## src/copper_cfg.svh

```systemverilog
`ifndef COPPER_CFG_SVH
`define COPPER_CFG_SVH

// Datapath widths
`define COPP_PC_W           11
`define COPP_WORD_W         16
`define COPP_POS_W          11

// Video timing totals, in pixels and lines
`define COPP_H_TOTAL        800
`define COPP_V_TOTAL        525

// Restart fires this many pixels before the end of the last line
`define COPP_RESTART_H_LEAD 5

// Bus address bases for palette and copper memory targets
`define COPP_COLOR_BASE     16'h8000
`define COPP_MEM_BASE       16'hC000

// Opcodes, top nibble of the first word
`define COPP_OP_WAIT        4'd0
`define COPP_OP_SKIP        4'd2
`define COPP_OP_JMP         4'd4
`define COPP_OP_MOVER       4'd9
`define COPP_OP_MOVEP       4'd11
`define COPP_OP_MOVEC       4'd12

// Host interface
`define COPP_APB_AW         13

`endif

```

## src/copper_pkg.sv

```systemverilog
`include "copper_cfg.svh"

package copper_pkg;

    // Instruction word, first word in the upper half
    // Position form is used by WAIT, SKIP and JMP
    // Move form is used by all MOVEx variants
    typedef union packed {
        struct packed {
            logic [3:0]             opcode;
            logic                   rsvd_y;
            logic [`COPP_POS_W-1:0] y;
            logic                   rsvd_x;
            logic [`COPP_POS_W-1:0] x;
            // Bit 0 ignores vertical, bit 1 ignores horizontal
            logic [3:0]             flags;
        } pos_view;
        struct packed {
            logic [3:0]              opcode;
            logic [11:0]             target;
            logic [`COPP_WORD_W-1:0] data;
        } move_view;
    } copp_insn_u;

    // Fetch stage offer to execute
    typedef struct packed {
        logic                  valid;
        logic                  flush;
        copp_insn_u            insn;
        // Address of the first instruction word
        logic [`COPP_PC_W-1:0] pc;
    } copp_fetch_t;

    // Execute stage reply to fetch
    typedef struct packed {
        logic                  accept;
        logic                  taken;
        logic [`COPP_PC_W-1:0] target;
    } copp_redirect_t;

    // Single write, used on the video bus and for copper memory
    typedef struct packed {
        logic [`COPP_WORD_W-1:0] addr;
        logic [`COPP_WORD_W-1:0] data;
    } copp_bus_wr_t;

endpackage

```

## src/copper_apb_regs.sv

```systemverilog
`timescale 1ns/1ns
`include "copper_cfg.svh"

module copper_apb_regs
    import copper_pkg::*;
(
    input  logic                    clk,
    input  logic                    copp_reset,
    input  logic                    psel_i,
    input  logic                    penable_i,
    input  logic                    pwrite_i,
    input  logic [`COPP_APB_AW-1:0] paddr_i,
    input  logic [`COPP_WORD_W-1:0] pwdata_i,
    output logic [`COPP_WORD_W-1:0] prdata_o,
    output logic                    pready_o,
    output logic                    pslverr_o,
    output logic                    enable_o,
    output logic [`COPP_PC_W-1:0]   init_pc_o,
    output logic                    host_wr_valid_o,
    output copp_bus_wr_t            host_wr_o
);

    logic                  acc_wr;
    logic                  ctrl_sel;
    logic                  win_sel;
    logic                  enable_q;
    logic [`COPP_PC_W-1:0] init_pc_q;

    // Zero wait states, never an error
    assign pready_o  = 1'b1;
    assign pslverr_o = 1'b0;

    assign enable_o  = enable_q;
    assign init_pc_o = init_pc_q;

    always_comb begin
        // Writes take effect in the access phase
        acc_wr   = psel_i && penable_i && pwrite_i;
        ctrl_sel = paddr_i == '0;
        // Window 0x800..0xFFF, word index in the low bits
        win_sel  = paddr_i[`COPP_APB_AW-1:`COPP_PC_W] == 2'b01;

        // Only the control register reads back
        if (ctrl_sel) begin
            prdata_o = {enable_q, {(`COPP_WORD_W-`COPP_PC_W-1){1'b0}}, init_pc_q};
        end else begin
            prdata_o = '0;
        end

        // One-cycle program memory write, wins over MOVEC in the RAM
        host_wr_valid_o = acc_wr && win_sel;
        host_wr_o.addr  = `COPP_MEM_BASE |
                          {{(`COPP_WORD_W-`COPP_PC_W){1'b0}}, paddr_i[`COPP_PC_W-1:0]};
        host_wr_o.data  = pwdata_i;
    end

    // Control register, enable in bit 15 and initial PC in the low bits
    always_ff @(posedge clk) begin
        if (copp_reset) begin
            enable_q  <= 1'b0;
            init_pc_q <= '0;
        end else if (acc_wr && ctrl_sel) begin
            enable_q  <= pwdata_i[`COPP_WORD_W-1];
            init_pc_q <= pwdata_i[`COPP_PC_W-1:0];
        end
    end

    // Host must open every transfer with a setup phase
    a_penable_needs_psel: assert property (
        @(posedge clk) disable iff (copp_reset)
        penable_i |-> psel_i
    );

endmodule

```

## config.mk

```make
export PLATFORM = sky130hd
export DESIGN_NAME = copper_apb_regs
export DESIGN_NICKNAME = d
export VERILOG_FILES = /design/src/copper_pkg.sv /design/src/copper_apb_regs.sv
export VERILOG_INCLUDE_DIRS = /design/src
export SDC_FILE = /design/constraint.sdc
export NUM_CORES = 1
export LEC_CHECK = 0
export ABC_AREA = 1
export BUFFER_PORTS_ARGS = -buffer_cell sky130_fd_sc_hd__buf_2
export CORE_MARGIN = 2
export CORE_UTILIZATION = 40
export DETAILED_ROUTE_END_ITERATION = 7
export GPL_TIMING_DRIVEN = 0
export PLACE_DENSITY = 0.85
export SLEW_MARGIN = 10
export SYNTH_ARGS = -nofsm -noshare
export SYNTH_HDL_FRONTEND = slang
export SYNTH_SLANG_ARGS = --single-unit
export TNS_END_PERCENT = 10
```

## constraint.sdc

```tcl
create_clock -name clk -period 1.6 [get_ports clk]
set_input_delay 0 -clock clk [delete_from_list [all_inputs] [get_ports clk]]
set_output_delay 0 -clock clk [all_outputs]
set_load 0.02 [all_outputs]
```

== Word-level counts from Yosys, hierarchy flattened ==
Cells that the tools add are included.

* Muxes and demuxes: 1
* Reductions and logical operators: 5
* Equality and inequality tests: 1

{| class="wikitable"
|+ Operators by type and width
! operator !! number
|-
| $mux W16 || 1
|-
| $logic_not A13 Y1 || 1
|-
| $logic_and A1 B1 Y1 || 4
|-
| $eq A2 B1 Y1 const B || 1
|}

* Input port bits: 34
* Register bits: 12
* Word-level logic and storage cells: 9
* Output and inout port bits: 63

== Longest topological paths before layout ==
* Depth in word-level cells: 3
* Gate-level depth with buffers: 8
* Mapped depth without buffers: 7

== Worst setup path before layout ==
OpenSTA, ideal clock, no wires.

* Path type: input port to output port
* Start: input port paddr_i[1]
* End: output port prdata_o[0]
* Setup slack: 0.662 ns
* Stages: 5
* Data arrival time: 0.938 ns
* Path buffers: 1
* Data required time: 1.600 ns
* Path through: or2_4 -> nor2_8 -> nand2_1 -> buf_2 -> nor2_1

* Cells in the longest elaborated chain, start to end: 2

{| class="wikitable"
|+ RTL lines
! element !! RTL line !! source
|-
| from (decl) || copper_apb_regs.sv:12 || <nowiki>input logic [`COPP_APB_AW-1:0] paddr_i,</nowiki>
|-
| $logic_not A13 Y1 || copper_apb_regs.sv:39 || <nowiki>ctrl_sel = paddr_i == '0;</nowiki>
|-
| $mux W16 || copper_apb_regs.sv:44 || <nowiki>if (ctrl_sel) begin</nowiki>
|-
| to (decl) || copper_apb_regs.sv:14 || <nowiki>output logic [`COPP_WORD_W-1:0] prdata_o,</nowiki>
|}

No other way between the ends.

== Final worst setup path ==
Same ends and word-level chain as after synthesis.

==> reports/results.tsv <==
stage	metric	value	unit
critical_path	Crit Reg-Reg Endpoint	init_pc_o[10]	
detailed_routing	# DRC	0	
logic_synthesis	most common library cells after synthesis	buf_4 (38), inv_1 (38), nor2_1 (30), nand2_1 (19)	
clock_tree	Post-CTS Setup Bufs	0	
sta	final setup margin	0.484	ns
die	Die Ht	56.4	um
sta	Period minus WS final	1.12	ns
clock_tree	Root Driver	clkbuf_4	
critical_path	reg-to-reg slack, setup	0.95	ns
placed_design	port buffer count	81	
pwr	VDD IR-drop max	0.466	mV
logic_synthesis	yosys warns	0	
sta	RSZ-0062 raised after global routing	no	
logic_synthesis	EDFF count, synth	0	
min_path	hold_sp	pwdata_i[2]	
clock_tree	Clock Tree Buf Depth	2	
grt	All-Layer GR Usage	15.2	%
pwr	proportion of power drawn by the clock network	24.3	%
clock_tree	H-tree depth	1	
pwr	power share of the combinational group	34.9	%
pwr	P_int	0.000507	W
clock_tree	total CTS buffers	3	
pwr	sw power	0.000226	W
detailed_routing	drt pass-1 iters	4	
grt	first-pass GRT wire length	3.91	mm
detailed_routing	antenna-violating nets left	0	
placed_design	GPL Wtd Cong	0.769	
placed_design	dpl cell area	1580	um^2
logic_synthesis	register area share after synthesis	21.8	%
placed_design	post-DP HPWL	2.12	mm
critical_path	FF-to-FF Start	init_pc_o[10]	
critical_path	Crit. End Element	output port	
finish	Syn-to-layout area delta	46.4	%
min_path	Min-Delay Path Depth	5	
grt	GRT overflow	0	
outcome	outcome	complete, no violations	
pwr	Sequential Power Share	40.7	%
die	initial core utilization	40.9	%
detailed_routing	final WL	2.53	mm
logic_synthesis	post-synthesis cell area	1100	um^2
min_path	Hold WC Path Type	in2reg	
finish	share of layout cells above drive strength 1	52.8	%
logic_synthesis	most area-hungry cell type in the Yosys netlist	buf_4	
critical_path	crit path kind	in2out	
critical_path	CP max FO	10	
finish	diode count	0	
sta	final hold vios	0	
critical_path	most used cell, CP	buf_2	
critical_path	CP max stage cell	or2_4	
logic_synthesis	post-synth top area share	25.9	%
logic_synthesis	synthesis-stage register bit count	12	
sta	setup violators final	0	
die	Core ar.	2690	um^2
die	FP Rows	19	
sta	Fmax	896	MHz
logic_synthesis	asr flop ratio synth	0	%
die	Die Wd	56.4	um
sta	fin crit share	69.8	%
detailed_routing	Via density	4.04	
clock_tree	Worst-Skew Late Latency	0.26	ns
detailed_routing	DR WL/cell	8.48	um
logic_synthesis	ys flop type	dfxtp_1	
clock_tree	clock transition at the registers of the reported paths	0.07	ns
critical_path	crit start category	primary input	
logic_synthesis	Cells after Synth	173	
pwr	Sw Share	30.8	%
finish	finished layout cell area	1610	um^2
grt	largest net degree at the start of global routing	11	
die	I/O pin total	97	
clock_tree	clock sink count	12	
clock_tree	CTS tree	yes	
die	die area	3180	um^2
logic_synthesis	Synth cell types	17	
pwr	Pleak	1.01	nW
critical_path	CP Data Required Time	1.60	ns
critical_path	R2R depth	4	
sta	Post-Route Skew	0	ns
detailed_routing	DR vias	1203	
grt	initial antenna violation count	0	
detailed_routing	Initial DRC Count	8	
sta	total negative slack	0	ns
critical_path	CP peak stage delay	0.27	ns
sta	Slew Limit Fails	0	
run	max_cap viols	0	
min_path	worst hold endpoint	init_pc_o[2]	
logic_synthesis	average size of a mapped cell	6.36	um^2
logic_synthesis	dominant cells by area after synthesis	buf_4 (26%), dfxtp_1 (22%), inv_1 (13%), nor2_1 (10%), nand4_1 (6.8%)	
placed_design	pre-CTS WS	0.476	ns
pwr	Pwr per Cell Area	455	nW/um^2
finish	fin nets	303	
critical_path	crit path DAT	1.12	ns
critical_path	worst path cell trace	buf_2, or2_4, nor2_8, nand2_1, buf_2, nor2_1, buf_2	
grt	vias in the first global route	1056	
pwr	Power Total	0.000733	W
## per-layer routing
metal	wire length, um	global-route usage, %
met5	0	0
met4	31	6.12
met3	151	1.38
met2	1440	33.2
met1	905	13.4
## power by group through the flow
stage	registers, W	clock network (W)	logic, W
floorplan	0.000305	0	0.000175
global placement	0.000305	0	0.000250
detailed placement	0.000305	0	0.000254
CTS	0.000298	0.000184	0.000256
global route	0.000298	0.000201	0.000276
finish	0.000298	0.000178	0.000256
## what timing repair did
item	CTS	global route
hold buffers	1	0
endpoints found under the hold margin	2	0
gates resized for setup	0	0
## cells in the final DEF (no fill, tap or decap), drive strengths merged
cell and instances:
buf 125, inv 38, nor2 32, nand2 29
nand4 12, dfxtp 12, conb 11, clkbuf 4
or2 1, and3 1, nand3 1, dlygate4sd3 1
## how the worst max path moves through the flow
stage,start,endpoint,slack [ns],cells past startpoint
2_1_floorplan,paddr_i[1],prdata_o[0],0.66,5
3_3_place_gp,paddr_i[1],prdata_o[0],0.49,7
3_5_place_dp,paddr_i[1],prdata_o[0],0.48,7
4_1_cts,paddr_i[1],prdata_o[0],0.48,7
5_1_grt,pwrite_i,host_wr_valid_o,0.40,7
6_report,paddr_i[1],prdata_o[0],0.48,7
## flip-flops by register name (all words and copies together), names as in the netlist
name / flops
init_pc_o: 11
enable_o: 1
## per-stage QoR
step / utilization, % / hold WS [ns] / std cells
final: 59.9 / 0.0717 / 298
after global routing: 59.9 / 0.107 / 298
after CTS: 59.9 / 0.0686 / 298
after detailed placement: 58.7 / 0.218 / 294
after global placement: 58.7 / 0.217 / 294
after floorplan: - / 0.0798 / 182
## critical path: cells and delay by family
family | cells | cell delay (ns)
AND/OR/NAND/NOR | 4 | 0.63
buffers and inverters | 3 | 0.49
## area by class of cell
type	count	area, um^2
buffer	45	324
clock buffer	3	22.5
inverter	38	143
multi-input combinational	87	427
sequential	12	240
tap	31	38.8
fill	283	1080
timing repair buffer	82	415
## logic make-up (layout without fill, tap and decap cells)
kind of cell  after synthesis  in the layout  share of synthesized area, %
buf+inv                    83            168                          42.4
flops                      12             12                          21.8
other cells                 2             11                         0.683
simple gates               76             76                          35.0
Note: power is estimated with default switching activity, not from simulation.
