[config.mk]
export PLATFORM = sky130hd
export DESIGN_NAME = copper_fetch
export DESIGN_NICKNAME = d
export VERILOG_FILES = /design/src/copper_pkg.sv /design/src/copper_fetch.sv
export VERILOG_INCLUDE_DIRS = /design/src
export SDC_FILE = /design/constraint.sdc
export NUM_CORES = 1
export LEC_CHECK = 0
export BUFFER_PORTS_ARGS = -buffer_cell sky130_fd_sc_hd__buf_2
export CAP_MARGIN = 20
export CORE_ASPECT_RATIO = 1.2
export CORE_MARGIN = 1
export CORE_UTILIZATION = 35
export DETAILED_ROUTE_END_ITERATION = 10
export MAX_ROUTING_LAYER = met4
export PLACE_DENSITY = 0.6
export SLEW_MARGIN = 10
export SYNTH_ARGS = -nofsm -noshare
export SYNTH_HDL_FRONTEND = slang
export SYNTH_SLANG_ARGS = --single-unit
[constraint.sdc]
create_clock -name clk -period 3.4 [get_ports clk]
set_input_delay 0.34 -clock clk [delete_from_list [all_inputs] [get_ports clk]]
set_output_delay 0.34 -clock clk [all_outputs]
set_load 0.005 [all_outputs]
[src/copper_cfg.svh]
`ifndef COPPER_CFG_SVH
`define COPPER_CFG_SVH

// Datapath widths
`define COPP_PC_W           11
`define COPP_WORD_W         16
`define COPP_POS_W          11

// Video timing totals, in pixels and lines
`define COPP_H_TOTAL        800
`define COPP_V_TOTAL        525

// Restart fires this many pixels before the end of the last line
`define COPP_RESTART_H_LEAD 5

// Bus address bases for palette and copper memory targets
`define COPP_COLOR_BASE     16'h8000
`define COPP_MEM_BASE       16'hC000

// Opcodes, top nibble of the first word
`define COPP_OP_WAIT        4'd0
`define COPP_OP_SKIP        4'd2
`define COPP_OP_JMP         4'd4
`define COPP_OP_MOVER       4'd9
`define COPP_OP_MOVEP       4'd11
`define COPP_OP_MOVEC       4'd12

// Host interface
`define COPP_APB_AW         13

`endif

[src/copper_pkg.sv]
`include "copper_cfg.svh"

package copper_pkg;

    // Instruction word, first word in the upper half
    // Position form is used by WAIT, SKIP and JMP
    // Move form is used by all MOVEx variants
    typedef union packed {
        struct packed {
            logic [3:0]             opcode;
            logic                   rsvd_y;
            logic [`COPP_POS_W-1:0] y;
            logic                   rsvd_x;
            logic [`COPP_POS_W-1:0] x;
            // Bit 0 ignores vertical, bit 1 ignores horizontal
            logic [3:0]             flags;
        } pos_view;
        struct packed {
            logic [3:0]              opcode;
            logic [11:0]             target;
            logic [`COPP_WORD_W-1:0] data;
        } move_view;
    } copp_insn_u;

    // Fetch stage offer to execute
    typedef struct packed {
        logic                  valid;
        logic                  flush;
        copp_insn_u            insn;
        // Address of the first instruction word
        logic [`COPP_PC_W-1:0] pc;
    } copp_fetch_t;

    // Execute stage reply to fetch
    typedef struct packed {
        logic                  accept;
        logic                  taken;
        logic [`COPP_PC_W-1:0] target;
    } copp_redirect_t;

    // Single write, used on the video bus and for copper memory
    typedef struct packed {
        logic [`COPP_WORD_W-1:0] addr;
        logic [`COPP_WORD_W-1:0] data;
    } copp_bus_wr_t;

endpackage

[src/copper_fetch.sv]
`timescale 1ns/1ns
`include "copper_cfg.svh"

module copper_fetch
    import copper_pkg::*;
(
    input  logic                    clk,
    input  logic                    copp_reset,
    input  logic                    enable_i,
    input  logic [`COPP_PC_W-1:0]   init_pc_i,
    input  logic [`COPP_POS_W-1:0]  h_count_i,
    input  logic [`COPP_POS_W-1:0]  v_count_i,
    output logic [`COPP_PC_W-1:0]   rd_addr_o,
    input  logic [`COPP_WORD_W-1:0] rd_data_i,
    output copp_fetch_t             fetch_o,
    input  copp_redirect_t          redirect_i
);

    localparam logic [`COPP_POS_W-1:0] RESTART_H =
        (`COPP_POS_W)'(`COPP_H_TOTAL - `COPP_RESTART_H_LEAD);
    localparam logic [`COPP_POS_W-1:0] RESTART_V = (`COPP_POS_W)'(`COPP_V_TOTAL - 1);

    logic                    at_restart;
    logic                    at_restart_q;
    logic                    restart;
    logic                    pop;
    logic                    push;
    logic                    kill;
    logic                    wr_idx;
    logic                    flush_q;
    // 0 issue first word, 1 issue second word, 2 capture second word
    logic [1:0]              phase_q;
    logic [1:0]              count_q;
    logic [`COPP_PC_W-1:0]   pc_q;
    logic [`COPP_WORD_W-1:0] hi_q;
    // Entry 0 is offered to execute, entry 1 is the prefetch
    copp_insn_u              buf_insn_q [2];
    logic [`COPP_PC_W-1:0]   buf_pc_q [2];

    always_comb begin
        fetch_o.valid = count_q != 2'd0;
        fetch_o.flush = flush_q;
        fetch_o.insn  = buf_insn_q[0];
        fetch_o.pc    = buf_pc_q[0];

        // Restart on arrival at the position, not while parked there
        at_restart = (h_count_i == RESTART_H) && (v_count_i == RESTART_V);
        restart    = at_restart && !at_restart_q;
        pop        = fetch_o.valid && redirect_i.accept;
        push       = phase_q == 2'd2;
        kill       = restart || !enable_i || (pop && redirect_i.taken);
        // Free slot index after this cycle's pop
        wr_idx     = count_q[0] ^ pop;
        rd_addr_o  = (phase_q == 2'd1) ? pc_q + 1'b1 : pc_q;
    end

    always_ff @(posedge clk) begin
        if (copp_reset) begin
            at_restart_q <= 1'b0;
            flush_q      <= 1'b0;
            phase_q      <= 2'd0;
            count_q      <= 2'd0;
            pc_q         <= '0;
        end else begin
            at_restart_q <= at_restart;
            flush_q      <= restart || !enable_i;
            if (kill) begin
                // Drop buffer and any fetch in flight
                phase_q <= 2'd0;
                count_q <= 2'd0;
                pc_q    <= (restart || !enable_i) ? init_pc_i : redirect_i.target;
            end else begin
                case (phase_q)
                    // Start only with a slot free at push time
                    2'd0: if (count_q != 2'd2) phase_q <= 2'd1;
                    2'd1: phase_q <= 2'd2;
                    default: begin
                        phase_q <= 2'd0;
                        pc_q    <= pc_q + 2'd2;
                    end
                endcase
                count_q <= count_q + {1'b0, push} - {1'b0, pop};
            end
        end
    end

    // Instruction words and buffer contents
    always_ff @(posedge clk) begin
        if (phase_q == 2'd1) begin
            hi_q <= rd_data_i;
        end
        if (pop) begin
            buf_insn_q[0] <= buf_insn_q[1];
            buf_pc_q[0]   <= buf_pc_q[1];
        end
        if (push) begin
            buf_insn_q[wr_idx] <= {hi_q, rd_data_i};
            buf_pc_q[wr_idx]   <= pc_q;
        end
    end

    // Offer holds until execute takes it
    a_offer_stable: assert property (
        @(posedge clk) disable iff (copp_reset)
        fetch_o.valid && !redirect_i.accept && !kill |=> $stable(fetch_o)
    );

endmodule

======== Word level (Yosys, flattened, before mapping) ========
Memories as Yosys holds them, arrays and structs flattened.
Cells that the tools add are included.
cells by class
  add/subtract/negate cells ............... 4
  eq/ne operators ......................... 7
  muxes and demuxes ....................... 10
  bitwise logic cells ..................... 1
  reductions and logical operators ........ 12
operators with widths
  operator                                                number
  two-way mux 11 bit                                      4
  == test 11 x 10 -> 1 bit (second input constant)        2
  adder 11 x 1 -> 11 bit (second input constant)          1
  adder 11 x 2 -> 11 bit (second input constant)          1
  logical AND 1 bit                                       4
  two-way mux 1 bit                                       4
  inequality test 2 bit (second input constant)           2
  one-hot mux 2 bit (2 select lines)                      1
  OR reduction 2 bit                                      2
  adder 2 x 1 -> 2 bit                                    1
  == test 2 x 1 -> 1 bit (second input constant)          1
  == test 2 bit (second input constant)                   1
  zero test 1 bit                                         2
  zero test 2 bit                                         1
  logical OR 1 bit                                        2
  two-way mux 2 bit                                       1
  inequality test 2 x 1 -> 1 bit (second input constant)  1
  nonzero test 2 bit                                      1
  subtractor 2 x 1 -> 2 bit                               1
  bitwise XOR 1 bit                                       1
word-level totals
  flip-flop bits (word level) ............. 33
  RAM bits ................................ 86
  bits of input ports ..................... 65
  output and inout port bits .............. 56
  word-level logic and storage cells ...... 42
  memories kept ........................... 2
memory list
  name        words  width  read ports  clocked after Yosys merged registers in  write ports  line                source
  buf_insn_q  2      32     2           0                                        2            copper_fetch.sv:37  copp_insn_u buf_insn_q [2];
  buf_pc_q    2      11     2           0                                        2            copper_fetch.sv:38  logic [`COPP_PC_W-1:0] buf_pc_q [2];

======== Longest topological paths before layout ========
  depth in word-level cells ............... 6
  depth in mapped cells ................... 8
  mapped depth without buffers ............ 8

======== Worst setup path after synthesis ========
Ideal clock, no wire load.
  kind .................................... register to register
  start ................................... reg count_q[1]
  end ..................................... mem buf_insn_q[0][0] (netlist name), enable pin
  library setup time ...................... 0.381 ns
  arrival time ............................ 2.444 ns
  data required time ...................... 3.019 ns
  setup slack ............................. 0.575 ns
  cell stages (with the launch flop) ...... 8
  buffers on the path ..................... 2
  clock period less this slack ............ 2.825 ns
  path through ............................ dfxtp_1 or2_2 and2_1 ha_1 ha_1 clkbuf_1 buf_1 or2_2
RTL lines
  element                   line                source
  start: declaration        copper_fetch.sv:33  logic [1:0] count_q;
  start signal: assignment  copper_fetch.sv:82  count_q <= count_q + {1'b0, push} - {1'b0, pop};
  end: declaration          copper_fetch.sv:37

======== Worst setup path in the final report ========
  start ................................... reg phase_q[1]
  end ..................................... out rd_addr_o[10]
on the way
  word-level cells in the longest chain between the ends .. 2
ends and longest elaborated chain
  element                   line                source
  start: declaration        copper_fetch.sv:32  logic [1:0] phase_q;
  start signal: assignment  copper_fetch.sv:61  phase_q <= 2'd0;
  start signal: assignment  copper_fetch.sv:69  phase_q <= 2'd0;
  start signal: assignment  copper_fetch.sv:75  2'd0: if (count_q != 2'd2) phase_q <= 2'd1;
  == test 2 x 1 -> 1 bit    copper_fetch.sv:54  rd_addr_o = (phase_q == 2'd1) ? pc_q + 1'b1 : pc_q;
  two-way mux 11 bit        copper_fetch.sv:54
  end: declaration          copper_fetch.sv:13  output logic [`COPP_PC_W-1:0] rd_addr_o,
Every way passes these cells.

==> run_results.csv <==
group,metric,value,unit
floorplan,dieArea,14300,um^2
layout,postLayoutCoreUtil,0.466,
timing,finalSetupTns,0,ns
synthesis,avgSynthCellArea,16.0,um^2
synthesis,synth_cell_types,43,
timing,fin_worst_skew,0.00685,ns
synthesis,ys.flop_type,"edfxtp_1",
synthesis,yosysSeqAreaShare,0.701,
cts,ctsHoldBuffers,0,
pwr,pwr-share-seq,0.459,
synthesis,synthesis.nets,374,
synthesis,ys_ff_latch,119,
pwr,swShare,0.193,
global_routing,grt_pass1_vias,3147,
layout,antenna_cells,0,
layout,layout.nets,500,
floorplan,ios,121,
timing,finalMaxSlewViolations,0,
placed_design,dp_hpwl,6.56,mm
synthesis,syn_inst,304,
layout,layout-drive-gt1-share,0.488,
setup_path,crit_path_max_fanout,12,
routing,wl,9.79,mm
placed_design,io_buffer_count,120,
routing,vias,2946,
floorplan,initial_core_util,0.363,
pwr,power_density,576,nW/um^2
pwr,ir_worst_vdd,0.358,mV
placed_design,place_worst_setup_slack,0.954,ns
hold_path,hold_path.class,"in2reg",
setup_path,critPathCaptureType,"output pin",
cts,root_buffer,"clkbuf_16",
setup_path,worstPathRequired,3.06,ns
cts,ctsResizeCount,0,
job,maxCapViolCount,0,
floorplan,die_x,109,um
cts,path_clk_slew,0.05,ns
timing,period_minus_slack,2.68,ns
global_routing,grt_max_degree,44,
timing,max_slew.worst_pin.slew,0.852,ns
routing,route.detailed.wl_per_inst,16.1,um
timing,hold_ws,0.142,ns
routing,drc,0,
placed_design,finalWeightedCongestion,0.784,
floorplan,die_h,131,um
synthesis,async_reset_ff_frac,0,
timing,setup_viol,0,
routing,viasPerCell,4.84,
floorplan,core,13400,um^2
synthesis,yosys_warnings,0,
timing,fmax,0.373,GHz
cts,post_cts_buffers,0,
cts,clk_path_buf_depth,2,
pwr,power_leakage,2.37,nW
pwr,combPwrFrac,0.043,
timing,fin_ws,0.721,ns
cts,cts.sinks,119,
global_routing,grtUsageTotal,0.154,
global_routing,antenna_found_initial,0,
pwr,p_switching,0.690,mW
cts,cts_buffers,17,
cts,htreeDepth,4,
timing,rsz0062_at_grt,"no",
routing,ant_nets,0,
timing,post-route-period-util,0.788,
pwr,internal_power,2.89,mW
pwr,pwr-share-clk,0.498,
synthesis,synth_edf_count,102,
synthesis,synth_area,4850,um^2
run_status,status,"finished clean",
floorplan,rows,46,
cts,clk_latency,0.40,ns
cts,cts_tree,"built",
setup_path,cp.arrival,2.34,ns
global_routing,grt_overflow,0,
setup_path,crit_type,"reg2out",
layout,fin_area,6220,um^2
global_routing,grt_pass1_wl,15.7,mm
setup_path,worstSetupStartpointType,"flip-flop",
routing,drtIter0Drc,128,
timing,relSlewSlack,0.430,
layout,synthToLayoutAreaGrowth,28.1,%
timing,timing_hold_violations_final,0,
routing,dr.pass1.iters,4,
placed_design,placed_cell_area,5630,um^2
[worst max-delay path: stages, from the launching register on]
cell,delay (ns)
dfxtp_1,0.45
nor2b_2,0.42
nand4_1,0.29
nor4_1,0.40
xor2_1,0.23
buf_2,0.15
[power by group through the flow]
| stage | logic (mW) | registers (mW) | clock network [mW] |
|---|---|---|---|
| after global placement | 0.154 | 1.67 | 0 |
| after CTS | 0.157 | 1.64 | 1.82 |
| after floorplan | 0.0837 | 1.66 | 0 |
| final | 0.154 | 1.64 | 1.78 |
| after detailed placement | 0.156 | 1.67 | 0 |
| after global routing | 0.172 | 1.65 | 1.89 |
[sequential cells by signal, indices dropped and copies added, names as in the netlist]
signal and count:
buf_insn_q 64, buf_pc_q 22, hi_q 16, pc_q 11, count_q 2, phase_q 2
at_restart_q 1, flush_q 1
[cells by family (layout without fill, tap and decap cells)]
group                      after synthesis  count (layout)  share of synthesized area
DFF                                    119             119                      0.701
and+or+nand+nor                         64              64                     0.0724
muxes                                   46              46                      0.106
AOI/OAI and AO/OA                       29              29                     0.0495
buffers and inverters                   21             158                     0.0217
xor gates and xnor gates                20              20                     0.0361
adders and majority gates                5               5                     0.0129
[metrics by stage]
step           instances  power, mW
3_3_place_gp         579       1.82
5_1_grt              609       3.70
6_report             609       3.58
3_5_place_dp         579       1.83
2_1_floorplan        304       1.74
4_1_cts              609       3.62
[worst paths after layout]
| kind | start | end | slack [ns] | cells past startpoint |
|---|---|---|---|---|
| setup reg to reg | count_q[1] | buf_insn_q[0][21] | 0.98 | 6 |
| hold / removal | rd_data_i[6] | buf_insn_q[1][6] | 0.14 | 1 |
| setup / recovery | phase_q[1] | rd_addr_o[10] | 0.72 | 5 |
| hold reg to reg | hi_q[2] | buf_insn_q[1][18] | 0.45 | 0 |
[per-layer routing]
metal | routed length, um | global-route usage | part of all wire
met1 | 4330 | 0.180 | 0.44
met4 | 105 | 0.0471 | 0.011
met3 | 571 | 0.0491 | 0.058
met2 | 4780 | 0.251 | 0.49
met5 | 0 | - | 0
[Yosys cell counts (2+ instances only)]
cell type / n / share of area
edfxtp_1: 102 / 0.63
mux2_2: 44 / 0.10
dfxtp_1: 17 / 0.070
nor2_1: 17 / 0.013
nand2_1: 13 / 0.010
xor2_1: 12 / 0.022
xnor2_1: 8 / 0.014
a21oi_1: 7 / 0.0072
clkbuf_1: 6 / 0.0046
nand2_2: 6 / 0.0077
nand4_1: 6 / 0.0077
o211ai_1: 6 / 0.0093
a21oi_2: 5 / 0.0090
buf_2: 5 / 0.0052
ha_1: 5 / 0.013
nand3_1: 4 / 0.0041
a211o_1: 3 / 0.0054
buf_4: 3 / 0.0046
inv_1: 3 / 0.0023
a2111oi_0: 2 / 0.0036
and3_1: 2 / 0.0026
buf_1: 2 / 0.0015
mux2i_1: 2 / 0.0041
nor2b_1: 2 / 0.0026
nor3b_1: 2 / 0.0031
nor4_1: 2 / 0.0026
or2_2: 2 / 0.0026
[placed cells by master, fill, tap and decap left out, types with 4 or more instances in the layout]
cell type  netlist  layout
buf_2            5     120
edfxtp_1       102     102
mux2_2          44      44
nor2_1          17      17
dfxtp_1         17      17
clkbuf_16        0      17
nand2_1         13      13
xor2_1          12      12
xnor2_1          8       8
a21oi_1          7       7
nand4_1          6       6
nand2_2          6       6
o211ai_1         6       6
a21oi_2          5       5
nand3_1          4       4
bufinv_16        0       4
clkinv_1         0       4
buf_4            3       4
[area by class of cell]
cell class,count,area [um^2]
fillers,1195,7140
flip-flops and latches,119,3400
multi-input cells,164,1350
repair buffers,125,651
clock buffers,18,429
well taps,168,210
clock inverters,12,160
inverters,3,11.3
Note: power is estimated with default switching activity, not from simulation.
