### src/copper_cfg.svh
`ifndef COPPER_CFG_SVH
`define COPPER_CFG_SVH

// Datapath widths
`define COPP_PC_W           11
`define COPP_WORD_W         16
`define COPP_POS_W          11

// Video timing totals, in pixels and lines
`define COPP_H_TOTAL        800
`define COPP_V_TOTAL        525

// Restart fires this many pixels before the end of the last line
`define COPP_RESTART_H_LEAD 5

// Bus address bases for palette and copper memory targets
`define COPP_COLOR_BASE     16'h8000
`define COPP_MEM_BASE       16'hC000

// Opcodes, top nibble of the first word
`define COPP_OP_WAIT        4'd0
`define COPP_OP_SKIP        4'd2
`define COPP_OP_JMP         4'd4
`define COPP_OP_MOVER       4'd9
`define COPP_OP_MOVEP       4'd11
`define COPP_OP_MOVEC       4'd12

// Host interface
`define COPP_APB_AW         13

`endif

### src/copper_pkg.sv
`include "copper_cfg.svh"

package copper_pkg;

    // Instruction word, first word in the upper half
    // Position form is used by WAIT, SKIP and JMP
    // Move form is used by all MOVEx variants
    typedef union packed {
        struct packed {
            logic [3:0]             opcode;
            logic                   rsvd_y;
            logic [`COPP_POS_W-1:0] y;
            logic                   rsvd_x;
            logic [`COPP_POS_W-1:0] x;
            // Bit 0 ignores vertical, bit 1 ignores horizontal
            logic [3:0]             flags;
        } pos_view;
        struct packed {
            logic [3:0]              opcode;
            logic [11:0]             target;
            logic [`COPP_WORD_W-1:0] data;
        } move_view;
    } copp_insn_u;

    // Fetch stage offer to execute
    typedef struct packed {
        logic                  valid;
        logic                  flush;
        copp_insn_u            insn;
        // Address of the first instruction word
        logic [`COPP_PC_W-1:0] pc;
    } copp_fetch_t;

    // Execute stage reply to fetch
    typedef struct packed {
        logic                  accept;
        logic                  taken;
        logic [`COPP_PC_W-1:0] target;
    } copp_redirect_t;

    // Single write, used on the video bus and for copper memory
    typedef struct packed {
        logic [`COPP_WORD_W-1:0] addr;
        logic [`COPP_WORD_W-1:0] data;
    } copp_bus_wr_t;

endpackage

### src/copper_exec.sv
`timescale 1ns/1ns
`include "copper_cfg.svh"

module copper_exec
    import copper_pkg::*;
(
    input  logic                   clk,
    input  logic                   copp_reset,
    input  copp_fetch_t            fetch_i,
    output copp_redirect_t         redirect_o,
    input  logic [`COPP_POS_W-1:0] h_count_i,
    input  logic [`COPP_POS_W-1:0] v_count_i,
    output logic                   bus_wr_valid_o,
    output copp_bus_wr_t           bus_wr_o,
    input  logic                   bus_wr_ready_i,
    output logic                   mem_wr_valid_o,
    output copp_bus_wr_t           mem_wr_o,
    input  logic                   mem_wr_grant_i
);

    copp_insn_u            insn;
    logic                  ign_v;
    logic                  ign_h;
    logic                  pos_hit;
    logic                  bus_done;
    logic                  mem_done;
    logic                  busy;
    logic                  start;
    logic                  accept_q;
    logic                  taken_q;
    logic [`COPP_PC_W-1:0] target_q;

    always_comb begin
        insn    = fetch_i.insn;
        ign_v   = insn.pos_view.flags[0];
        ign_h   = insn.pos_view.flags[1];
        // Reached means at or past every position that is checked
        pos_hit = (ign_v || v_count_i >= insn.pos_view.y) &&
                  (ign_h || h_count_i >= insn.pos_view.x);

        bus_done = bus_wr_valid_o && bus_wr_ready_i;
        mem_done = mem_wr_valid_o && mem_wr_grant_i;
        busy     = accept_q || bus_wr_valid_o || mem_wr_valid_o;
        // WAIT re-evaluates here every cycle until released
        start    = fetch_i.valid && !busy;

        // Moves complete in the cycle their write is taken
        redirect_o.accept = accept_q || bus_done || mem_done;
        redirect_o.taken  = taken_q;
        redirect_o.target = target_q;
    end

    always_ff @(posedge clk) begin
        if (copp_reset || fetch_i.flush) begin
            accept_q       <= 1'b0;
            taken_q        <= 1'b0;
            bus_wr_valid_o <= 1'b0;
            mem_wr_valid_o <= 1'b0;
        end else begin
            accept_q <= 1'b0;
            if (bus_done) bus_wr_valid_o <= 1'b0;
            if (mem_done) mem_wr_valid_o <= 1'b0;
            if (start) begin
                taken_q <= 1'b0;
                case (insn.pos_view.opcode)
                    // Both positions ignored waits for the next restart
                    `COPP_OP_WAIT: accept_q <= pos_hit && !(ign_v && ign_h);
                    `COPP_OP_SKIP: begin
                        accept_q <= 1'b1;
                        taken_q  <= pos_hit;
                    end
                    `COPP_OP_JMP: begin
                        accept_q <= 1'b1;
                        taken_q  <= 1'b1;
                    end
                    `COPP_OP_MOVER, `COPP_OP_MOVEP: bus_wr_valid_o <= 1'b1;
                    `COPP_OP_MOVEC: begin
                        // Refetch after the write so patched code is seen
                        mem_wr_valid_o <= 1'b1;
                        taken_q        <= 1'b1;
                    end
                    // Illegal opcode acts as a NOP
                    default: accept_q <= 1'b1;
                endcase
            end
        end
    end

    // Payload only moves while idle, so held writes stay stable
    always_ff @(posedge clk) begin
        if (start) begin
            case (insn.pos_view.opcode)
                `COPP_OP_SKIP: target_q <= fetch_i.pc + (`COPP_PC_W)'(4);
                `COPP_OP_JMP:  target_q <= insn.pos_view.y;
                default:       target_q <= fetch_i.pc + (`COPP_PC_W)'(2);
            endcase
            // Register number or palette index in the low byte
            if (insn.move_view.opcode == `COPP_OP_MOVEP) begin
                bus_wr_o.addr <= `COPP_COLOR_BASE | {8'h00, insn.move_view.target[7:0]};
            end else begin
                bus_wr_o.addr <= {8'h00, insn.move_view.target[7:0]};
            end
            bus_wr_o.data <= insn.move_view.data;
            mem_wr_o.addr <= `COPP_MEM_BASE |
                {{(`COPP_WORD_W-`COPP_PC_W){1'b0}}, insn.move_view.target[`COPP_PC_W-1:0]};
            mem_wr_o.data <= insn.move_view.data;
        end
    end

    // A stalled write holds until the bus takes it, unless flushed
    a_bus_hold: assert property (
        @(posedge clk) disable iff (copp_reset)
        bus_wr_valid_o && !bus_wr_ready_i && !fetch_i.flush
            |=> bus_wr_valid_o && $stable(bus_wr_o)
    );

endmodule

### config.mk
export PLATFORM = sky130hd
export DESIGN_NAME = copper_exec
export DESIGN_NICKNAME = d
export VERILOG_FILES = /design/src/copper_pkg.sv /design/src/copper_exec.sv
export VERILOG_INCLUDE_DIRS = /design/src
export SDC_FILE = /design/constraint.sdc
export NUM_CORES = 1
export LEC_CHECK = 0
export ABC_CLOCK_PERIOD_IN_PS = 3600
export BUFFER_PORTS_ARGS = -buffer_cell sky130_fd_sc_hd__buf_2
export CAP_MARGIN = 20
export CORE_MARGIN = 5
export CORE_UTILIZATION = 40
export DETAILED_ROUTE_END_ITERATION = 8
export GPL_TIMING_DRIVEN = 0
export HOLD_SLACK_MARGIN = 0.12
export PLACE_DENSITY = 0.77
export SLEW_MARGIN = 20
export SYNTH_ARGS = -nofsm -noshare
export SYNTH_HDL_FRONTEND = slang
export SYNTH_SLANG_ARGS = --single-unit
### constraint.sdc
create_clock -name clk -period 3.6 [get_ports clk]
set_input_delay 0.54 -clock clk [delete_from_list [all_inputs] [get_ports clk]]
set_output_delay 0.54 -clock clk [all_outputs]
set_load 0.05 [all_outputs]
* Word-level counts from Yosys, hierarchy flattened
Index checks and enable logic that the tools add are counted.
** Cells by class
- $add $sub $neg :: 2
- Order comparisons :: 2
- Eq/ne operators :: 5
- Multiplexer cells :: 10
- Bitwise gates (word level) :: 1
- Reduce and logical (&&, ||, !) cells :: 20
** Operators by type and width (number)
- greater-or-equal comparator 11 bit :: 2
- one-hot mux 11 bit (2 select lines) :: 1
- two-way mux 16 bit :: 1
- == test 4 bit, second input constant :: 3
- adder 11 x 2 -> 11 bit, second input constant :: 1
- adder 11 x 3 -> 11 bit, second input constant :: 1
- logical OR 1 bit :: 7
- logical AND 1 bit :: 6
- two-way mux 1 bit :: 6
- OR reduction 2 bit :: 3
- == test 4 x 2 -> 1 bit, second input constant :: 1
- == test 4 x 3 -> 1 bit, second input constant :: 1
- logical NOT 4 bit :: 1
- one-hot mux 1 bit (2 select lines) :: 2
- OR reduction 3 bit :: 1
- logical NOT 1 bit :: 2
- NOT 1 bit :: 1
** Word-level totals
- Register bits after elaboration :: 58
- Output and inout port bits :: 79
- Word-level logic and storage cells :: 48

* Depth between registers and ports, before layout
Gate-level depths: netlist (run 1).
- Depth after elaboration :: 6
- Mapped depth :: 8
- Mapped depth without buffers :: 8

* Worst setup path before layout (run 1)
Ideal clock, no wire load.
- Path kind :: register to register
- Start :: register bus_wr_valid_o
- End :: register taken_q
- Setup time :: 0.297 ns
- Arrival time :: 3.322 ns
- Setup slack :: -0.018 ns
- Cell stages (with the launch flop) :: 3
- Period minus slack after synthesis :: 3.618 ns
- Cells stage by stage :: dfxtp_1 nor4b_2 a2111oi_0
** On the way
- Cells in the longest elaborated chain, start to end :: 4
** Ends and longest elaborated chain
- from (decl) :: line copper_exec.sv:13 : output logic bus_wr_valid_o,
- from (signal assigned) :: line copper_exec.sv:57 : bus_wr_valid_o <= 1'b0;
- from (signal assigned) :: line copper_exec.sv:61 : if (bus_done) bus_wr_valid_o <= 1'b0;
- from (signal assigned) :: line copper_exec.sv:76 : `COPP_OP_MOVER, `COPP_OP_MOVEP: bus_wr_valid_o <= 1'b1;
- logical OR 1 bit (2 in series) :: line copper_exec.sv:43 : busy = accept_q || bus_wr_valid_o || mem_wr_valid_o;
- logical NOT 1 bit :: line copper_exec.sv:45 : start = fetch_i.valid && !busy;
- logical AND 1 bit :: line copper_exec.sv:45
- via start :: line copper_exec.sv:28 : logic start;
- to (signal assigned) :: line copper_exec.sv:70 : taken_q <= pos_hit;
- to (decl) :: line copper_exec.sv:30 : logic taken_q;
The timed path passes the listed nets, and every way through them passes these cells.
A chain may end at the register's enable or synchronous reset.

* Worst setup path after layout (run 1)
- Start :: input port fetch_i[27] (netlist name)
- End :: register taken_q
** On the way
- Cells in the longest elaborated chain, start to end :: 4
** Ends and longest elaborated chain
- from (decl) :: line copper_exec.sv:9 : input copp_fetch_t fetch_i,
- greater-or-equal comparator 11 bit :: line copper_exec.sv:38 : pos_hit = (ign_v || v_count_i >= insn.pos_view.y) &&
- logical OR 1 bit :: line copper_exec.sv:38
- logical AND 1 bit :: line copper_exec.sv:38
- one-hot mux 1 bit (2 select lines) :: line copper_exec.sv:65 : case (insn.pos_view.opcode)
Every way passes these cells.

==> impl_metrics.env, run 1 <==
export IMPL_min_period_over_period=0.624
export IMPL_synth_common_cells="edfxtp_1, buf_4, ha_1, inv_1, nand2_1"
export IMPL_synth_most_common_cell="edfxtp_1"
export IMPL_grt_setup_unrepaired="false"
export IMPL_syn_avg_cell_area_um2=11.0
export IMPL_cts_setup_buffers=0
export IMPL_synth_flop_cell="edfxtp_1"
export IMPL_dpl_cell_area_um2=3470
export IMPL_arrival_ns=2.43
export IMPL_multi_input_area_um2=1030
export IMPL_ys_top_cells_by_area="edfxtp_1, ha_1, buf_4"
export IMPL_numCtsBuffers=5
export IMPL_cts_hold_buf=0
export IMPL_startpoint_type="input port"
export IMPL_synth_seq_cells=43
export IMPL_drive_above_1_share=0.486
export IMPL_cts_htree_levels=2
export IMPL_layout_cells_non_filler=470
export IMPL_drt_initial_drc_count=136
export IMPL_grt_max_degree=14
export IMPL_die_w_um=90.9
export IMPL_fin_util=0.562
export IMPL_final_seq_area_um2=1250
export IMPL_placed_cells=463
export IMPL_start_util=0.413
export IMPL_antenna_found_initial=0
export IMPL_maxSlewHeadroom=0.541
export IMPL_layout_min_cycle_time_ns=2.25
export IMPL_drc_errors=0
export IMPL_vias=2250
export IMPL_synth_area_um2=2620
export IMPL_area_growth_pct=36.3
export IMPL_tritoncts="yes"
export IMPL_p_sw_frac=0.342
export IMPL_wl_per_cell_um=14.1
export IMPL_detail_route_vias_per_cell=4.79
export IMPL_end_kind="flop"
export IMPL_coreArea_um2=6350
export IMPL_power_density_nw_per_um2=392
export IMPL_grt_pass1_vias=2325
export IMPL_portBuffers=135
export IMPL_yosysWarnings=0
export IMPL_p_leak_uw=0.00178
export IMPL_clock_sinks=43
export IMPL_dieArea_um2=8270
export IMPL_hold_path_class="in2reg"
export IMPL_vdd_drop_max_uv=239
export IMPL_combPwrFrac=0.310
export IMPL_fin_tns_setup_ns=0
export IMPL_synth_top_area_cell="edfxtp_1"
export IMPL_yosys_cell_types_count=46
export IMPL_hold_viol=0
export IMPL_synth_edf_count=39
export IMPL_nets=488
export IMPL_postRouteAntennaNets=0
export IMPL_yosysSeqAreaShare=0.478
export IMPL_p_int_uw=919
export IMPL_cp_max_fo=3
export IMPL_wirelength_mm=6.65
export IMPL_synth_cells=238
export IMPL_status="finished, final reports clean"
export IMPL_die_h_um=90.9
export IMPL_clkSlewWorstSetupHoldPaths_ns=0.08
export IMPL_clock_path_buffers=2
export IMPL_track_usage=0.160
export IMPL_drv_cap=0
export IMPL_finalSetupViolations=0
export IMPL_cts_resized=0
export IMPL_antenna_cells=0
export IMPL_drt_first_pass_iters=4
export IMPL_p_sw_uw=479
export IMPL_nFillCells=577
export IMPL_worst_slew_pin_slew_ns=0.685
export IMPL_seqPwrFrac=0.425
export IMPL_gp_congestion=0.763
export IMPL_synth_top_area_frac=0.447
export IMPL_cts_root_buffer="clkbuf_8"
export IMPL_overflow=0
export IMPL_crit_type="in2reg"
export IMPL_power_frac_clock=0.265
export IMPL_fmax_mhz=445
export IMPL_required_ns=3.78
export IMPL_fin_worst_skew_ns=0.00518
export IMPL_grt_pass1_wl_mm=10.9
export IMPL_design_area_um2=3570
export IMPL_async_flop_share=0
export IMPL_pin_count=150
export IMPL_num_rows=29
export IMPL_worstSkewPairLatency_ns=0.30
export IMPL_slew_viol_final=0
export IMPL_finalPower_uw=1400
export IMPL_place_hpwl_mm=5.57
## sequential cells by signal (all words and copies together), names as in the netlist
name,cells
bus_wr_o,1
taken_q,1
mem_wr_o,27
mem_wr_valid_o,1
bus_wr_valid_o,1
target_q,11
accept_q,1
## logic make-up (layout without fill, tap and decap cells)
kind of cell	count (synthesis)	count (layout)	synth area share
buffers and inverters	64	209	0.149
AO/OA/AOI/OAI	50	50	0.125
AND/OR/NAND/NOR	50	50	0.114
flip-flops	43	43	0.478
adder cells (fa/ha/maj)	24	24	0.115
XOR/XNOR	4	4	0.0134
other	2	12	0.00287
multiplexers	1	1	0.00430
## critical path, stage by stage
cell and delay [ns]:
buf_2 0.11, ha_1 0.27, nand2b_1 0.13, a2111o_1 0.40, a2111oi_0 0.54, nor3_1 0.15
a21oi_1 0.18, a2111oi_0 0.10
## power by group through the flow
stage	clock network [µW]	registers (µW)	logic (µW)
floorplan	0	713	205
global placement	0	606	422
detailed placement	0	606	434
CTS	380	595	436
global route	397	599	465
finish	370	595	433
## cell usage in the layout (no fill, tap or decap), drive strengths merged, types with 2 or more instances in the layout
master     n
a2111oi    2
a211oi     3
a21oi     11
a221o      3
a221oi     2
a22oi      4
a31oi      2
and2       2
and3       2
and4       2
buf      178
clkbuf     6
conb      12
dfxtp      4
edfxtp    39
ha        24
inv       24
nand2     14
nand3      3
nor2       8
nor2b      3
nor3       4
nor4b      3
o21ai     17
or2        3
xor2       3
## worst paths after layout
path	start	end	slack (ns)	cells after the start
worst max-delay path	fetch_i[27]	taken_q	1.35	8
worst min-delay path	fetch_i[26]	mem_wr_o[15]	0.41	1
worst max register to register	bus_wr_valid_o	target_q[7]	1.84	3
worst min register to register	taken_q	taken_q	0.50	2
## metal layers
metal / routed length, µm / share of wire / vias up / GRT usage
met5: 0 / 0 / - / 0
met4: 271 / 0.041 / 0 / 0.0819
met3: 451 / 0.068 / 23 / 0.0438
met2: 3380 / 0.51 / 91 / 0.279
met1: 2540 / 0.38 / 1010 / 0.177
li1: - / - / 1126 / -
## final cells by class
type | count | area share
flip-flops and latches | 43 | 0.350
inverters | 24 | 0.0252
plain buffers | 40 | 0.0837
multi-input cells | 141 | 0.287
repair buffers | 138 | 0.198
well taps | 77 | 0.0270
clock buffers | 6 | 0.0203
clock inverters | 1 | 0.00841
## per-stage QoR
stage                     hold WS [ns]  setup slack, ns
after global routing             0.401             1.26
after floorplan                  0.474             1.03
after detailed placement         0.500            0.987
final                            0.415             1.35
after global placement           0.497            0.432
after CTS                        0.406             1.32
No activity file was read; power rests on OpenSTA's default activity.
==> run 2: changes to the inputs <==
--- a/config.mk
+++ b/config.mk
@@ -6,15 +6,16 @@
 export SDC_FILE = /design/constraint.sdc
 export NUM_CORES = 1
 export LEC_CHECK = 0
-export ABC_CLOCK_PERIOD_IN_PS = 3600
+export ABC_AREA = 1
+export ABC_CLOCK_PERIOD_IN_PS = 2200
 export BUFFER_PORTS_ARGS = -buffer_cell sky130_fd_sc_hd__buf_2
 export CAP_MARGIN = 20
 export CORE_MARGIN = 5
-export CORE_UTILIZATION = 40
+export CORE_UTILIZATION = 41
 export DETAILED_ROUTE_END_ITERATION = 8
 export GPL_TIMING_DRIVEN = 0
 export HOLD_SLACK_MARGIN = 0.12
-export PLACE_DENSITY = 0.77
+export PLACE_DENSITY = 0.75
 export SLEW_MARGIN = 20
 export SYNTH_ARGS = -nofsm -noshare
 export SYNTH_HDL_FRONTEND = slang
==> constraint.sdc (replaced) <==
create_clock -name clk -period 2.2 [get_ports clk]
set_input_delay 0.33 -clock clk [delete_from_list [all_inputs] [get_ports clk]]
set_output_delay 0.33 -clock clk [all_outputs]
set_load 0.05 [all_outputs]
==> run 2 against run 1 <==
Against the previous run:
- non-clock buffer count shrank 3
- clock-buffer cell count is the same
- sequential power grew 64%
- worst hold slack lost 0.20 ns
- design area grew 4.0%
- die area grew 2.0%
- synthesized cell count grew 25%
- via count grew 10%
- sequential cell count is the same
- worst setup slack lost 0.65 ns
==> impl_metrics.env, run 2 <==
export IMPL_status="finished, final reports clean"
export IMPL_crit_path_end="redirect_o[12]"
export IMPL_cts_resized=0
export IMPL_path_cells="a221o_1 > buf_2"
export IMPL_coreArea_um2=6420
export IMPL_vdd_drop_max_uv=286
export IMPL_synth_seq_cells=43
export IMPL_nets=546
export IMPL_dpl_cell_area_um2=3580
export IMPL_required_ns=1.87
export IMPL_end_kind="primary output"
export IMPL_synth_compound_area_frac=0.0747
export IMPL_synth_area_um2=2750
export IMPL_synth_common_cells="nand2_1, inv_1, edfxtp_1, buf_4, ha_1"
export IMPL_synth_most_common_cell="nand2_1"
export IMPL_drt_initial_drc_count=61
export IMPL_dieArea_um2=8440
export IMPL_r2r_slack_ns=0.79
export IMPL_finalSetupViolations=0
export IMPL_synth_edf_count=39
export IMPL_clock_path_buffers=2
export IMPL_die_w_um=91.8
export IMPL_top_regs="mem_wr_o x27, target_q x11"
export IMPL_fin_worst_skew_ns=0.00321
export IMPL_synth_top_area_cell="edfxtp_1"
export IMPL_layout_commonest_cell="buf_2"
export IMPL_wirelength_mm=6.97
export IMPL_grt_pass1_vias=2568
export IMPL_cts_hold_buf=0
export IMPL_synth_simple_gate_area_frac=0.175
export IMPL_syn_avg_cell_area_um2=9.25
export IMPL_slew_viol_final=0
export IMPL_largest_reg_flops=27
export IMPL_antenna_found_initial=0
export IMPL_finalPower_uw=2450
export IMPL_synth_cells=297
export IMPL_synthAdderAreaFrac=0.109
export IMPL_layout_min_cycle_time_ns=1.50
export IMPL_p_int_uw=1630
export IMPL_dpl_worst_slack_ns=0.546
export IMPL_pin_count=150
export IMPL_p_sw_uw=821
export IMPL_synth_flop_cell="edfxtp_1"
export IMPL_place_hpwl_mm=5.78
export IMPL_startpoint_type="flop"
export IMPL_yosysWarnings=0
export IMPL_clkSlewWorstSetupHoldPaths_ns=0.08
export IMPL_synth_top_area_frac=0.426
export IMPL_cp_num_buf_inv=1
export IMPL_p_sw_frac=0.335
export IMPL_async_flop_share=0
export IMPL_regMostFlops="mem_wr_o"
export IMPL_detail_route_vias_per_cell=4.68
export IMPL_cp_slowest_stage_delay_ns=0.33
export IMPL_crit_start="bus_wr_valid_o"
export IMPL_seqPwrFrac=0.397
export IMPL_yosys_cell_types_count=30
export IMPL_combPwrFrac=0.305
export IMPL_crit_reg2reg_capture="mem_wr_o[23]"
export IMPL_grt_setup_unrepaired="false"
export IMPL_area_growth_pct=35.2
export IMPL_antenna_cells=0
export IMPL_muxShareOfSynthArea=0
export IMPL_numCtsBuffers=5
export IMPL_portBuffers=136
export IMPL_mostFrequentLayoutCells="buf_2, nand2_1, inv_1, edfxtp_1, buf_4"
export IMPL_design_area_um2=3710
export IMPL_yosysSeqAreaShare=0.456
export IMPL_drt_first_pass_iters=4
export IMPL_power_frac_clock=0.297
export IMPL_start_util=0.428
export IMPL_crit_type="reg2out"
export IMPL_cp_max_fo=3
export IMPL_drv_cap=0
export IMPL_cp_num_cells=2
export IMPL_min_period_over_period=0.680
export IMPL_vias=2474
export IMPL_die_h_um=91.8
export IMPL_cp_top_family="flip-flops"
export IMPL_clock_sinks=43
export IMPL_cts_root_buffer="clkbuf_8"
export IMPL_drc_errors=0
export IMPL_reg2reg_from="mem_wr_valid_o"
export IMPL_track_usage=0.163
export IMPL_drive_above_1_share=0.429
export IMPL_num_rows=29
export IMPL_tritoncts="yes"
export IMPL_wl_per_cell_um=13.2
export IMPL_worstSkewPairLatency_ns=0.29
export IMPL_grt_max_degree=28
export IMPL_overflow=0
export IMPL_ys_top_cells_by_area="edfxtp_1, ha_1, buf_4"
export IMPL_rr_worst_depth=4
export IMPL_p_leak_uw=0.00195
export IMPL_arrival_ns=1.17
export IMPL_synth_xor_area_frac=0.0128
export IMPL_grt_pass1_wl_mm=11.3
export IMPL_postRouteAntennaNets=0
export IMPL_hold_path_class="in2reg"
export IMPL_fmax_mhz=668
export IMPL_gp_congestion=0.882
export IMPL_cts_setup_buffers=0
export IMPL_power_density_nw_per_um2=660
export IMPL_setup_slack_ns=0.703
export IMPL_fin_tns_setup_ns=0
export IMPL_hold_viol=0
export IMPL_cts_htree_levels=2
export IMPL_synth_top_family_by_area="simple AND/OR/NAND/NOR gates"
export IMPL_critPathSlowestCell="dfxtp_1"
==> run 2: cell types whose count changed in the layout (fill, tap and decap cells not counted), moves of 4 or more <==
cell      before  now
a22oi_1        4    0
o21ai_0       12    5
nand3_1        3   14
inv_1         24   47
nor2_1         8   16
nand2_1       14   56
o21ai_1        5    0
o211ai_1       0    4
==> run 2: logic make-up after synthesis <==
logic type,after synthesis
AOI/OAI and AO/OA,32
buffers and inverters,87
and+or+nand+nor,105
DFF,43
adders and majority gates,24
xor gates and xnor gates,4
other,2
==> run 2: cell type report <==
class                   instances  area (µm²)
plain buffers                  38         283
clock buffers                   6        72.6
clock inverters                 2        60.1
fillers                       584        2710
inverters                      49         184
multi-input cells             177        1070
flip-flops and latches         43        1250
well taps                      77        96.3
repair buffers                137         701
==> run 2: worst min path at each step <==
| stage | start | to | slack (ns) | depth (start not counted) |
|---|---|---|---|---|
| 2_1_floorplan | fetch_i[11] | mem_wr_o[0] | 0.43 | 0 |
| 3_3_place_gp | mem_wr_valid_o | mem_wr_valid_o | 0.50 | 2 |
| 3_5_place_dp | fetch_i[13] | mem_wr_o[2] | 0.51 | 1 |
| 4_1_cts | fetch_i[13] | mem_wr_o[2] | 0.20 | 1 |
| 5_1_grt | fetch_i[13] | mem_wr_o[2] | 0.19 | 1 |
| 6_report | fetch_i[14] | mem_wr_o[3] | 0.21 | 1 |
==> run 2: power by group through the flow <==
stage	registers (µW)	logic [µW]	clock network, µW
global placement	993	732	0
finish	973	748	728
floorplan	1170	367	0
detailed placement	992	749	0
CTS	975	752	749
global route	981	804	789
==> run 2: through the flow <==
stage / hold WS, ns / utilization / instances
floorplan: 0.429 / - / 307
global placement: 0.497 / 0.554 / 520
detailed placement: 0.509 / 0.558 / 521
CTS: 0.197 / 0.578 / 529
global route: 0.191 / 0.578 / 529
finish: 0.211 / 0.578 / 529
==> run 2: worst register-to-register path, delay by kind of cell (launching register included) <==
family	cells	cell delay (ns)
buf+inv	3	0.64
flops	1	0.33
simple gates	1	0.14
==> run 2: per-layer routing <==
layer / routed length, µm / track usage / vias to the layer above
li1: - / - / 1252
met4: 129 / 0.0470 / 0
met5: 0 / 0 / -
met3: 727 / 0.0565 / 12
met1: 2730 / 0.182 / 1096
met2: 3380 / 0.294 / 114
